**src/source/neuron_pkg.sv**
```systemverilog
`default_nettype none

package neuron_pkg;

    // signed fixed point, 2 integer bits and 16 fraction bits
    // v, u, c, d, currents and gain all use this format
    typedef logic signed [17:0] fix18_t;

    // saturation limits of fix18_t
    localparam fix18_t FIX18_MAX = 18'sh1_FFFF;
    localparam fix18_t FIX18_MIN = 18'sh2_0000;

    // per-neuron schedule, one phase per clock
    typedef enum logic [1:0] {
        PH_ADVANCE = 2'd0,
        PH_READ    = 2'd1,
        PH_COMPUTE = 2'd2,
        PH_WRITE   = 2'd3
    } phase_t;

    // configuration register map
    typedef logic [1:0] cfg_addr_t;
    localparam cfg_addr_t REG_GAIN  = 2'd0;
    localparam cfg_addr_t REG_NOISE = 2'd1;
    localparam cfg_addr_t REG_C     = 2'd2;
    localparam cfg_addr_t REG_D     = 2'd3;

    // spike threshold 0.30
    localparam fix18_t V_PEAK             = 18'sh0_4CCD;
    // reset potential -0.65
    localparam fix18_t C_RESET_DEFAULT    = 18'sh3_599A;
    // recovery bump 0.08
    localparam fix18_t D_RESET_DEFAULT    = 18'sh0_147A;
    // unity gain
    localparam fix18_t GAIN_RESET_DEFAULT = 18'sh1_0000;

endpackage

`default_nettype wire
```
**src/source/neuron_pool_top.sv**
```systemverilog
`default_nettype none

module neuron_pool_top #(
    parameter int NN_BITS = 3
) (
    input  wire                        i_neuron_clk,
    input  wire                        i_reset_sim,
    input  wire neuron_pkg::fix18_t    i_syn_current,
    input  wire                        i_cfg_write,
    input  wire neuron_pkg::cfg_addr_t i_cfg_addr,
    input  wire neuron_pkg::fix18_t    i_cfg_data,
    output wire neuron_pkg::fix18_t    o_cfg_rdata,
    output wire neuron_pkg::fix18_t    o_drive_current,
    output wire                        o_spike,
    output wire [NN_BITS-1:0]          o_spike_id,
    output wire                        o_sweep_start
);

    // schedule
    wire neuron_pkg::phase_t phase;
    wire [NN_BITS-1:0]       index;
    // configuration
    wire neuron_pkg::fix18_t gain;
    wire                     noise_en;
    wire neuron_pkg::fix18_t c_reset;
    wire neuron_pkg::fix18_t d_bump;
    // jitter source
    wire neuron_pkg::fix18_t noise;

    ////////////////////////////////////////////////////////////////////////////
    // control
    ////////////////////////////////////////////////////////////////////////////
    pool_sequencer #(
        .NN_BITS (NN_BITS)
    ) u_sequencer (
        .i_neuron_clk  (i_neuron_clk),
        .i_reset_sim   (i_reset_sim),
        .o_phase       (phase),
        .o_index       (index),
        .o_sweep_start (o_sweep_start)
    );

    pool_config u_config (
        .i_neuron_clk (i_neuron_clk),
        .i_reset_sim  (i_reset_sim),
        .i_cfg_write  (i_cfg_write),
        .i_cfg_addr   (i_cfg_addr),
        .i_cfg_data   (i_cfg_data),
        .o_cfg_rdata  (o_cfg_rdata),
        .o_gain       (gain),
        .o_noise_en   (noise_en),
        .o_c          (c_reset),
        .o_d          (d_bump)
    );

    ////////////////////////////////////////////////////////////////////////////
    // shared drive current and the neuron core
    ////////////////////////////////////////////////////////////////////////////
    noise_lfsr u_noise (
        .i_neuron_clk (i_neuron_clk),
        .i_reset_sim  (i_reset_sim),
        .o_noise      (noise)
    );

    drive_current u_drive (
        .i_neuron_clk    (i_neuron_clk),
        .i_reset_sim     (i_reset_sim),
        .i_syn_current   (i_syn_current),
        .i_noise         (noise),
        .i_noise_en      (noise_en),
        .i_gain          (gain),
        .o_drive_current (o_drive_current)
    );

    izh_neuron_core #(
        .NN_BITS (NN_BITS)
    ) u_core (
        .i_neuron_clk    (i_neuron_clk),
        .i_reset_sim     (i_reset_sim),
        .i_phase         (phase),
        .i_index         (index),
        .i_drive_current (o_drive_current),
        .i_c             (c_reset),
        .i_d             (d_bump),
        .o_spike         (o_spike),
        .o_spike_id      (o_spike_id)
    );

endmodule

`default_nettype wire

```
**src/source/izh_neuron_core.sv**
```systemverilog
`default_nettype none

module izh_neuron_core #(
    parameter int NN_BITS = 3
) (
    input  wire                     i_neuron_clk,
    input  wire                     i_reset_sim,
    input  wire neuron_pkg::phase_t i_phase,
    input  wire [NN_BITS-1:0]       i_index,
    input  wire neuron_pkg::fix18_t i_drive_current,
    input  wire neuron_pkg::fix18_t i_c,
    input  wire neuron_pkg::fix18_t i_d,
    output logic                    o_spike,
    output logic [NN_BITS-1:0]      o_spike_id
);

    localparam int N_NEURONS = 2 ** NN_BITS;
    // a = 1/8, b = 1/4, time step 1/4, all as shifts
    localparam int SHIFT_A   = 3;
    localparam int SHIFT_B   = 2;
    localparam int SHIFT_TAU = 2;

    // headroom for the intermediate sums
    typedef logic signed [23:0] wide_t;

    // constant term 1.40
    localparam wide_t K_140 = 24'sd91750;

    // state memory, one entry per neuron
    neuron_pkg::fix18_t v_mem [N_NEURONS];
    neuron_pkg::fix18_t u_mem [N_NEURONS];
    // set once a neuron has been written back since reset
    logic [N_NEURONS-1:0] seeded;

    // state read in READ
    neuron_pkg::fix18_t v_q;
    neuron_pkg::fix18_t u_q;
    // updated state from COMPUTE
    neuron_pkg::fix18_t v_calc;
    neuron_pkg::fix18_t u_calc;

    logic signed [35:0] v_square;
    wide_t v_w;
    wide_t u_w;
    wide_t i_w;
    wide_t dv;
    wide_t v_next;
    wide_t u_next;
    wide_t u_bumped;
    logic fired;

    // clamp a wide value into fix18_t
    function automatic neuron_pkg::fix18_t sat18(input wide_t x);
        neuron_pkg::fix18_t r;
        if (x > wide_t'(neuron_pkg::FIX18_MAX)) begin
            r = neuron_pkg::FIX18_MAX;
        end else if (x < wide_t'(neuron_pkg::FIX18_MIN)) begin
            r = neuron_pkg::FIX18_MIN;
        end else begin
            r = x[17:0];
        end
        return r;
    endfunction

    ////////////////////////////////////////////////////////////////////////////
    // izhikevich step, v in units of 100 mV
    // 0.04*v^2 in mV becomes 4*v^2 here, 140 becomes 1.40
    ////////////////////////////////////////////////////////////////////////////
    assign v_w = wide_t'(v_q);
    assign u_w = wide_t'(u_q);
    assign i_w = wide_t'(i_drive_current);
    assign v_square = 36'(v_q) * 36'(v_q);

    // 4*v^2 is v*v scaled by 2^-14
    assign dv = wide_t'(v_square >>> 14) + (v_w <<< 2) + v_w + K_140 - u_w + i_w;
    assign v_next = v_w + (dv >>> SHIFT_TAU);
    // recovery follows b*v at rate a
    assign u_next = u_w + (((v_w >>> SHIFT_B) - u_w) >>> SHIFT_A);
    assign fired = (sat18(v_next) >= neuron_pkg::V_PEAK);

    // recovery after a spike
    assign u_bumped = wide_t'(u_calc) + wide_t'(i_d);

    ////////////////////////////////////////////////////////////////////////////
    // datapath and state memory
    ////////////////////////////////////////////////////////////////////////////
    always_ff @(posedge i_neuron_clk) begin
        if (i_phase == neuron_pkg::PH_READ) begin
            // untouched neurons start at rest, v = c and u = 0
            v_q <= seeded[i_index] ? v_mem[i_index] : i_c;
            u_q <= seeded[i_index] ? u_mem[i_index] : '0;
        end
        if (i_phase == neuron_pkg::PH_COMPUTE) begin
            v_calc <= sat18(v_next);
            u_calc <= sat18(u_next);
        end
        if (i_phase == neuron_pkg::PH_WRITE) begin
            // spike resets v and bumps u
            v_mem[i_index] <= o_spike ? i_c : v_calc;
            u_mem[i_index] <= o_spike ? sat18(u_bumped) : u_calc;
        end
    end

    ////////////////////////////////////////////////////////////////////////////
    // spike event and seed flags
    ////////////////////////////////////////////////////////////////////////////
    always_ff @(posedge i_neuron_clk or posedge i_reset_sim) begin
        if (i_reset_sim) begin
            seeded     <= '0;
            o_spike    <= 1'b0;
            o_spike_id <= '0;
        end else begin
            // set on the COMPUTE edge, so high only during WRITE
            o_spike <= (i_phase == neuron_pkg::PH_COMPUTE) && fired;
            if (i_phase == neuron_pkg::PH_COMPUTE) begin
                o_spike_id <= i_index;
            end
            if (i_phase == neuron_pkg::PH_WRITE) begin
                seeded[i_index] <= 1'b1;
            end
        end
    end

endmodule

`default_nettype wire

```
**src/source/drive_current.sv**
```systemverilog
`default_nettype none

module drive_current (
    input  wire                     i_neuron_clk,
    input  wire                     i_reset_sim,
    input  wire neuron_pkg::fix18_t i_syn_current,
    input  wire neuron_pkg::fix18_t i_noise,
    input  wire                     i_noise_en,
    input  wire neuron_pkg::fix18_t i_gain,
    output neuron_pkg::fix18_t      o_drive_current
);

    // noise after the enable gate
    neuron_pkg::fix18_t noise_sel;
    // synaptic input plus jitter
    neuron_pkg::fix18_t current_sum;
    // full product, 4 integer bits and 32 fraction bits
    logic signed [35:0] product;
    // product back in 18-bit format
    neuron_pkg::fix18_t product_sat;

    assign noise_sel   = i_noise_en ? i_noise : '0;
    assign current_sum = i_syn_current + noise_sel;
    assign product     = 36'(current_sum) * 36'(i_gain);

    ////////////////////////////////////////////////////////////////////////////
    // scale back by 16 and clamp
    ////////////////////////////////////////////////////////////////////////////
    always_comb begin
        // shifted result fits when the top three bits agree
        if ((product[35:33] == 3'b000) || (product[35:33] == 3'b111)) begin
            product_sat = product[33:16];
        end else if (product[35]) begin
            product_sat = neuron_pkg::FIX18_MIN;
        end else begin
            product_sat = neuron_pkg::FIX18_MAX;
        end
    end

    // one cycle from input or gain change to output
    always_ff @(posedge i_neuron_clk or posedge i_reset_sim) begin
        if (i_reset_sim) begin
            o_drive_current <= '0;
        end else begin
            o_drive_current <= product_sat;
        end
    end

endmodule

`default_nettype wire

```
**src/source/noise_lfsr.sv**
```systemverilog
`default_nettype none

module noise_lfsr (
    input  wire                 i_neuron_clk,
    input  wire                 i_reset_sim,
    output neuron_pkg::fix18_t  o_noise
);

    // nonzero start value, all-zero state would lock up
    localparam logic [31:0] LFSR_SEED = 32'h1D87_2B41;
    // taps 32,30,26,25, maximal length for right shift
    localparam logic [31:0] LFSR_TAPS = 32'hA300_0000;

    logic [31:0] lfsr;

    ////////////////////////////////////////////////////////////////////////////
    // galois form, one step per clock
    ////////////////////////////////////////////////////////////////////////////
    always_ff @(posedge i_neuron_clk or posedge i_reset_sim) begin
        if (i_reset_sim) begin
            lfsr <= LFSR_SEED;
        end else begin
            // feedback from bit 0 toggles the tap positions
            lfsr <= {1'b0, lfsr[31:1]} ^ (lfsr[0] ? LFSR_TAPS : 32'd0);
        end
    end

    // six low bits as fraction LSBs
    // always non-negative, at most 63 LSBs
    assign o_noise = {12'd0, lfsr[5:0]};

endmodule

`default_nettype wire

```
**src/source/pool_config.sv**
```systemverilog
`default_nettype none

module pool_config (
    input  wire                     i_neuron_clk,
    input  wire                     i_reset_sim,
    input  wire                     i_cfg_write,
    input  wire neuron_pkg::cfg_addr_t i_cfg_addr,
    input  wire neuron_pkg::fix18_t i_cfg_data,
    output neuron_pkg::fix18_t      o_cfg_rdata,
    output neuron_pkg::fix18_t      o_gain,
    output logic                    o_noise_en,
    output neuron_pkg::fix18_t      o_c,
    output neuron_pkg::fix18_t      o_d
);

    ////////////////////////////////////////////////////////////////////////////
    // steering registers
    ////////////////////////////////////////////////////////////////////////////
    always_ff @(posedge i_neuron_clk or posedge i_reset_sim) begin
        if (i_reset_sim) begin
            o_gain     <= neuron_pkg::GAIN_RESET_DEFAULT;
            o_noise_en <= 1'b0;
            o_c        <= neuron_pkg::C_RESET_DEFAULT;
            o_d        <= neuron_pkg::D_RESET_DEFAULT;
        end else if (i_cfg_write) begin
            case (i_cfg_addr)
                neuron_pkg::REG_GAIN: begin
                    o_gain <= i_cfg_data;
                end
                neuron_pkg::REG_NOISE: begin
                    // single enable bit
                    o_noise_en <= i_cfg_data[0];
                end
                neuron_pkg::REG_C: begin
                    o_c <= i_cfg_data;
                end
                default: begin
                    o_d <= i_cfg_data;
                end
            endcase
        end
    end

    // readback of the addressed register, no latency
    always_comb begin
        case (i_cfg_addr)
            neuron_pkg::REG_GAIN: begin
                o_cfg_rdata = o_gain;
            end
            neuron_pkg::REG_NOISE: begin
                // upper bits read as zero
                o_cfg_rdata = {17'd0, o_noise_en};
            end
            neuron_pkg::REG_C: begin
                o_cfg_rdata = o_c;
            end
            default: begin
                o_cfg_rdata = o_d;
            end
        endcase
    end

endmodule

`default_nettype wire

```
**src/source/pool_sequencer.sv**
```systemverilog
`default_nettype none

module pool_sequencer #(
    parameter int NN_BITS = 3
) (
    input  wire                     i_neuron_clk,
    input  wire                     i_reset_sim,
    output neuron_pkg::phase_t      o_phase,
    output logic [NN_BITS-1:0]      o_index,
    output logic                    o_sweep_start
);

    // high while the last neuron of the sweep is being processed
    logic last_neuron;

    assign last_neuron = &o_index;

    ////////////////////////////////////////////////////////////////////////////
    // four phases per neuron
    // index moves on entry to ADVANCE so it is stable for all four phases
    ////////////////////////////////////////////////////////////////////////////
    always_ff @(posedge i_neuron_clk or posedge i_reset_sim) begin
        if (i_reset_sim) begin
            o_phase       <= neuron_pkg::PH_ADVANCE;
            o_index       <= '0;
            o_sweep_start <= 1'b0;
        end else begin
            // strobe defaults low, single cycle
            o_sweep_start <= 1'b0;
            case (o_phase)
                neuron_pkg::PH_ADVANCE: begin
                    o_phase <= neuron_pkg::PH_READ;
                end
                neuron_pkg::PH_READ: begin
                    o_phase <= neuron_pkg::PH_COMPUTE;
                end
                neuron_pkg::PH_COMPUTE: begin
                    o_phase <= neuron_pkg::PH_WRITE;
                end
                default: begin
                    // wrap to next neuron
                    o_phase <= neuron_pkg::PH_ADVANCE;
                    o_index <= o_index + 1'b1;
                    // registered so it lands on ADVANCE of index 0
                    o_sweep_start <= last_neuron;
                end
            endcase
        end
    end

endmodule

`default_nettype wire

```
**config.mk**
```make
export PLATFORM = sky130hd
export DESIGN_NAME = neuron_pool_top
export DESIGN_NICKNAME = d
export VERILOG_FILES = /design/src/source/neuron_pkg.sv /design/src/source/neuron_pool_top.sv /design/src/source/izh_neuron_core.sv /design/src/source/drive_current.sv /design/src/source/noise_lfsr.sv /design/src/source/pool_config.sv /design/src/source/pool_sequencer.sv
export SDC_FILE = /design/constraint.sdc
export NUM_CORES = 2
export LEC_CHECK = 0
export ABC_AREA = 1
export ABC_CLOCK_PERIOD_IN_PS = 25300
export CORE_MARGIN = 4
export CORE_UTILIZATION = 40
export DETAILED_ROUTE_END_ITERATION = 8
export DONT_BUFFER_PORTS = 1
export PLACE_DENSITY_LB_ADDON = 0.12
export SYNTH_ARGS = -nofsm -noshare
export SYNTH_HDL_FRONTEND = slang
export SYNTH_SLANG_ARGS = --single-unit
```
**constraint.sdc**
```tcl
create_clock -name i_neuron_clk -period 25.3 [get_ports i_neuron_clk]
set_input_delay 2.53 -clock i_neuron_clk [delete_from_list [all_inputs] [get_ports i_neuron_clk]]
set_output_delay 2.53 -clock i_neuron_clk [all_outputs]
set_load 0.01 [all_outputs]
```
; ---- Word-level counts from Yosys, hierarchy flattened
; Memories as Yosys holds them, arrays and structs flattened. A register that Yosys moved wholly into a read port is not among the register bits.
; Cells that the tools add are included.
[word_totals]
reg_bits = 177
latchBits = 0
ramBits = 288
rom_bits = 0
in_bits = 41
out_inout_bits = 41
elab_cells = 84
n_memories = 2
[mem_list]
columns = name, words, width, rd, rd_clocked_by_memory_dff, write_ports, line
row1 = u_core.u_mem, 8, 18, 1, 1, 1, izh_neuron_core.sv:31  ; neuron_pkg::fix18_t u_mem [N_NEURONS];
row2 = u_core.v_mem, 8, 18, 1, 0, 1, izh_neuron_core.sv:30  ; neuron_pkg::fix18_t v_mem [N_NEURONS];
[op_classes]
n_addsub = 11
n_mul = 2
div_mod_pow = 0
n_lt_le_gt_ge = 9
n_eq_ne = 6
shifts = 0
mux = 22
bitwise = 3
n_reduce_logical = 14
[op_table]
columns = operator, count
row1 = two-way mux 18 bit, 11
row2 = "> comparator 24 x 18 -> 1 bit, second input constant", 3
row3 = "< comparator 24 x 18 -> 1 bit, second input constant", 3
row4 = multiplier 18 x 18 -> 36 bit, 2
row5 = one-hot mux 18 bit (3 select lines), 1
row6 = two-way mux 32 bit, 1
row7 = XOR 31 x 32 -> 32 bit, 1
row8 = adder 23 x 18 -> 24 bit, 1
row9 = adder 24 x 18 -> 24 bit, 1
row10 = "adder 24 x 18 -> 24 bit, second input constant", 1
row11 = subtractor 24 x 18 -> 24 bit, 1
row12 = adder 18 x 22 -> 23 bit, 1
row13 = adder 22 x 20 -> 23 bit, 1
row14 = adder 18 x 16 -> 19 bit, 1
row15 = adder 18 x 18 -> 19 bit, 1
row16 = subtractor 16 x 18 -> 19 bit, 1
row17 = adder 18 x 7 -> 18 bit, 1
row18 = "greater-or-equal comparator 18 x 16 -> 1 bit, second input constant", 1
row19 = OR 8 bit, 1
row20 = AND reduction 2 bit, 4
row21 = "equality test 2 bit, second input constant", 3
row22 = two-way mux 6 bit, 1
row23 = one-hot mux 2 bit (3 select lines), 1
row24 = OR reduction 3 bit, 2
row25 = 15 further kinds, 22

; ---- Logic depth before layout (Yosys ltp)
[depth]
ltp_word = 12
mapped_depth = 66
ltp_nobuf = 63

; ---- Modules after synthesis
; A second synthesis with hierarchy kept.
[unflattened]
cells_unflattened = 5439
hier_area_um2 = 49593.8
[by_module_without_submodules]
columns = mod, n_inst, cells_per_inst, area_per_inst_um2, seq_area_each_um2
row1 = izh_neuron_core, 1, 3184, 31574.0, 11110.7
row2 = drive_current, 1, 1861, 14157.3, 450.4
row3 = pool_config, 1, 300, 2572.5, 1398.8
row4 = noise_lfsr, 1, 65, 1009.7, 818.3
row5 = pool_sequencer, 1, 29, 280.3, 150.1

; ---- Worst setup path before layout
; No wires, ideal clock.
[synth_timing]
kind = flip-flop to flip-flop
start = register u_core.v_q[4]
end = register u_core.o_spike
setup_time_ps = 125
arrival_ps = 11047
t_required_ps = 25175
slack_ps = 14128
stages_incl_launch_ff = 58
path_buffers = 3
period_less_slack_ps = 11172
cell_sequence = edfxtp_1 -> clkbuf_1 -> clkbuf_1 -> nand2_1 -> inv_1 -> fa_1 -> fa_1 -> inv_1 -> fa_1 -> fa_1 -> inv_1 -> fa_1 -> inv_1 -> fa_1 -> inv_1 -> ha_1 -> nand2_1 -> nor4_1 -> [22 not listed] -> o21ai_1 -> xor2_1 -> ha_1 -> nand2_1 -> nor3_1 -> nand3_1 -> nand4_1 -> nand2_2 -> o21bai_4 -> buf_6 -> nand2_1 -> inv_1 -> nor2_1 -> o21ai_0 -> a21oi_1 -> nand2_1 -> nand2_1 -> nor2_2
[synth_between]
elab_chain_len = 12
elab_cells_between_ends = 13
classes_between = add/sub: 6 / mul: 1 / order compare: 3 / mux: 2 / reduce/logical: 1
[synth_rtl]
columns = item, line
row1 = from (decl), izh_neuron_core.sv:36  ; neuron_pkg::fix18_t v_q;
row2 = from (signal assigned), izh_neuron_core.sv:90  ; v_q <= seeded[i_index] ? v_mem[i_index] : i_c;
row3 = multiplier 18 x 18 -> 36 bit, izh_neuron_core.sv:72  ; assign v_square = 36'(v_q) * 36'(v_q);
row4 = adder 22 x 20 -> 23 bit, izh_neuron_core.sv:75  ; assign dv = wide_t'(v_square >>> 14) + (v_w <<< 2) + v_w + K_140 - u_w + i_w;
row5 = adder 23 x 18 -> 24 bit, izh_neuron_core.sv:75
row6 = adder 24 x 18 -> 24 bit, izh_neuron_core.sv:75
row7 = subtractor 24 x 18 -> 24 bit, izh_neuron_core.sv:75
row8 = adder 24 x 18 -> 24 bit, izh_neuron_core.sv:75
row9 = adder 18 x 22 -> 23 bit *, izh_neuron_core.sv:76  ; assign v_next = v_w + (dv >>> SHIFT_TAU);
row10 = < comparator 24 x 18 -> 1 bit, izh_neuron_core.sv:57  ; end else if (x < wide_t'(neuron_pkg::FIX18_MIN)) begin
row11 = two-way mux 18 bit, izh_neuron_core.sv:57
row12 = two-way mux 18 bit *, -
row13 = greater-or-equal comparator 18 x 16 -> 1 bit *, izh_neuron_core.sv:79  ; assign fired = (sat18(v_next) >= neuron_pkg::V_PEAK);
row14 = logical AND 1 bit *, izh_neuron_core.sv:114  ; o_spike <= (i_phase == neuron_pkg::PH_COMPUTE) && fired;
row15 = to (signal assigned), izh_neuron_core.sv:114
row16 = to (decl), izh_neuron_core.sv:13  ; output logic o_spike,
; Every way passes the cells marked *; elsewhere a longest branch is shown, timed or not.
; A chain may end at the register's enable or synchronous reset.

; ---- Final worst setup path
[layout_timing]
start = register u_core.v_q[0]
end = register u_core.o_spike
; The elaborated chain is that of the path after synthesis.

==> summary.txt <==
STA
  – Worst clock skew: around 17 ps
  – Setup_tns: 0 ps
  – Fmax: ~0.078 GHz
  – Setup repair after global routing missed its margin: false
  – Setup ws final: 12420 ps
  – Final Hold Vio Count: 0
  – Slew @ Worst Pin: 1260 ps
  – Post-route minimum period: roughly 13000 ps
  – Final setup viols: 0
  – Final Max Slew Viols: 0
  – Worst slew margin: 0.150
  – Final worst path period share: 0.509

Floorplanning
  – Die Footprint: around 0.13 mm²
  – Row count: around 130
  – Top-level I/O count: 82
  – Initial Utilization: 0.403
  – Chip height: between 300 and 400 µm
  – Die X: between 300 and 400 µm
  – Core Region: about 0.12 mm²

Worst setup path
  – Reg2Reg Capture Point: u_core.o_spike$_DFF_PP0_
  – CP Max Fanout: 21
  – Worst setup path startpoint: u_core.v_q[0]$_DFFE_PP_
  – WP data arrival: ~13000 ps
  – Most used cell, CP: nand2_1
  – CP endpoint kind: flip-flop
  – Critical path required time: 25780 ps
  – CP max stage delay: approximately 1100 ps
  – Crit start category: flip-flop
  – Reg-to-reg startpoint: u_core.v_q[0]$_DFFE_PP_
  – WP buf/inv: 8
  – CP Depth: 57
  – CP max-delay cell: edfxtp_1
  – CP Class: reg2reg
  – R2R cell count: 57
  – Worst R2R Setup Slack: approximately 12000 ps
  – Top delay family on crit path: adder cells

Placed design
  – GP Congestion: 0.881
  – Place WS: 12480 ps
  – Detailed Place HPWL: between 100 and 150 mm
  – Number of port buffers: 0

Clock tree
  – Sink Count: approximately 480
  – CTS Hold Bufs: 0
  – Post-cts gate resize count: 0
  – CTS tree: yes
  – Clock Latency Late Sink: 610 ps
  – H-tree levels: 2
  – CTS Buffer Depth: 3
  – Clock transition at path regs: 60 ps
  – CTS Buf Count: 53
  – Root Driver: clkbuf_16
  – Setup Fix Bufs, Post-CTS: 0

Min path
  – Hold worst-path end: u_noise.lfsr[21]$_DFF_PP0_
  – Hold path cells: 0
  – Hold Crit Class: reg2reg
  – HP Start: u_noise.lfsr[22]$_DFF_PP0_

Global routing
  – First-pass GRT wire length: ~210 mm
  – Initial antenna violation count: 4
  – Largest net degree at the start of global routing: 83
  – Vias in the first global route: 35400
  – Gr usage total: 0.217
  – Total grt overflow: 0

Routing
  – Wire length on met3: ~8.7 mm
  – Post-Route WL: approximately 130 mm
  – First-pass iteration count of the detailed router: 5
  – Antenna-violating nets left: 0
  – Met1 WL: roughly 62 mm
  – Drt drc: 0
  – Vias: between 30000 and 40000
  – DR WL/cell: 19.6 µm
  – Vias per cell: about 5
  – DR top layer: met5
  – Metal2 WL: around 61 mm
  – DR iter-0 viols: 2188

Finish
  – Area delta synth->final: 7.65%
  – Share of layout cells above drive strength 1: 0.0454
  – Final #Nets: 6255

Logic synthesis
  – Compound-Gate Fraction of Synth Area: 0.0718
  – Adder-Cell Fraction of Synth Area: 0.371
  – Yosys warns: 0
  – Synth top cells by count: inv_1 (1199), nand2_1 (978), fa_1 (690), nor2_1 (485), edfxtp_1 (360)
  – Sequential fraction of the synthesis area: 0.289
  – Syn Area/Cell: 9.18 µm²
  – Fraction of synthesized area in multiplexers: 0
  – Synthesized area: 0.0482 mm²
  – Share of the synthesized area in the top cell type: 0.286
  – Post-Synth Simple-Gate Area: 0.133
  – #FFs+latches synth: about 480
  – Main synth FF type: edfxtp_1
  – Post-synth EDFFs: 360
  – Synthesized Nets: 6313
  – Largest family of logic cells by synthesized area: adder cells
  – Post-synthesis async set-or-reset flop share: 0.255
  – Post-synthesis xor/xnor area fraction: 0.0276
  – Synthesized instance count: 5257
  – Cell taking the most area after synthesis: fa_1
  – Most frequent cell after synthesis: inv_1
  – Top post-synthesis cells by area: fa_1 (29%), edfxtp_1 (22%), inv_1 (9.3%), ha_1 (8.4%), nand2_1 (7.6%)
  – Unique cell type count in the Yosys netlist: 57

Flow run
  – Max Cap Viol: 0

Run status
  – Status: completed
-- cells by family after synthesis --
| family | count (synthesis) |
|---|---|
| adder cells (fa/ha/maj) | 1015 |
| buffers and inverters | 1377 |
| XOR/XNOR | 152 |
| AND/OR/NAND/NOR | 1620 |
| AO/OA/AOI/OAI | 610 |
| flip-flops | 483 |
-- layout make-up --
| cell class | instances | area [µm²] |
|---|---|---|
| Inverter | 1210 | 4550 |
| Sequential cell | 483 | 13900 |
| Clock inverter | 32 | 433 |
| Antenna cell | 1 | 2.50 |
| Multi-Input combinational cell | 3397 | 29100 |
| Fill cell | 12000 | 67900 |
| Clock buffer | 68 | 1440 |
| Timing Repair Buffer | 54 | 405 |
| Tap cell | 1612 | 2020 |
-- metrics by stage --
| step | instance area, µm² | hold WS [ps] | util | instances |
|---|---|---|---|---|
| final | 51900 | 348 | 0.433 | 6857 |
| after detailed placement | 50000 | 336 | 0.418 | 6756 |
| after global placement | 50000 | 335 | 0.418 | 6756 |
| after floorplan | 48200 | 331 | - | 5257 |
| after global routing | 51900 | 352 | 0.433 | 6856 |
| after CTS | 51900 | 349 | 0.433 | 6856 |
-- cell usage in the layout, fill, tap and decap left out, types with 18 or more instances in the layout --
| master | instances |
|---|---|
| inv_1 | 1197 |
| nand2_1 | 978 |
| fa_1 | 690 |
| nor2_1 | 477 |
| edfxtp_1 | 360 |
| ha_1 | 323 |
| o21ai_0 | 297 |
| a21oi_1 | 174 |
| xor2_1 | 92 |
| dfrtp_1 | 90 |
| nand3_1 | 63 |
| xnor2_1 | 60 |
| clkbuf_16 | 54 |
| buf_4 | 54 |
| dfstp_2 | 32 |
| nand4_1 | 25 |
| o2111ai_1 | 24 |
| o211ai_1 | 20 |
| or2_2 | 19 |
| a41oi_1 | 18 |
-- worst max-delay path by stage --
stage	endpoint	slack (ps)
2_1_floorplan	u_core.o_spike$_DFF_PP0_	14130
5_1_grt	u_core.o_spike$_DFF_PP0_	11310
3_3_place_gp	u_core.o_spike$_DFF_PP0_	12590
6_report	u_core.o_spike$_DFF_PP0_	12420
3_5_place_dp	u_core.o_spike$_DFF_PP0_	12480
4_1_cts	u_core.o_spike$_DFF_PP0_	12470
-- layer usage --
layer | GRT usage | vias up
met5 | 0 | -
met3 | 0.0463 | 163
met1 | 0.306 | 16800
met4 | 0.0489 | 4
met2 | 0.345 | 697
li1 | - | 16000
-- worst reg2reg max path: cells and delay by family (launching register included) --
family	cells	cell delay (ps)
fa+ha+maj	12	5310
compound gates	11	2800
simple gates	24	2660
flops	1	1110
xor+xnor	2	460
buf+inv	8	390
-- state kept, by name, indices dropped and copies added (netlist names) --
signal,cells
u_core.u_calc,18
u_core.v_calc,18
u_noise.lfsr,32
u_core.v_q,18
u_config.o_noise_en,1
u_core.u_q,18
u_config.o_gain,18
u_config.o_d,18
u_core.o_spike_id,3
u_core.o_spike,1
u_drive.o_drive_current,18
u_core.v_mem,144
u_sequencer.o_index,3
u_config.o_c,18
u_sequencer.o_phase,2
u_sequencer.o_sweep_start,1
u_core.seeded,8
u_core.u_mem,144
Power is not shown: default switching activity piles up to over one toggle a cycle in this logic, so the estimate is an artifact.
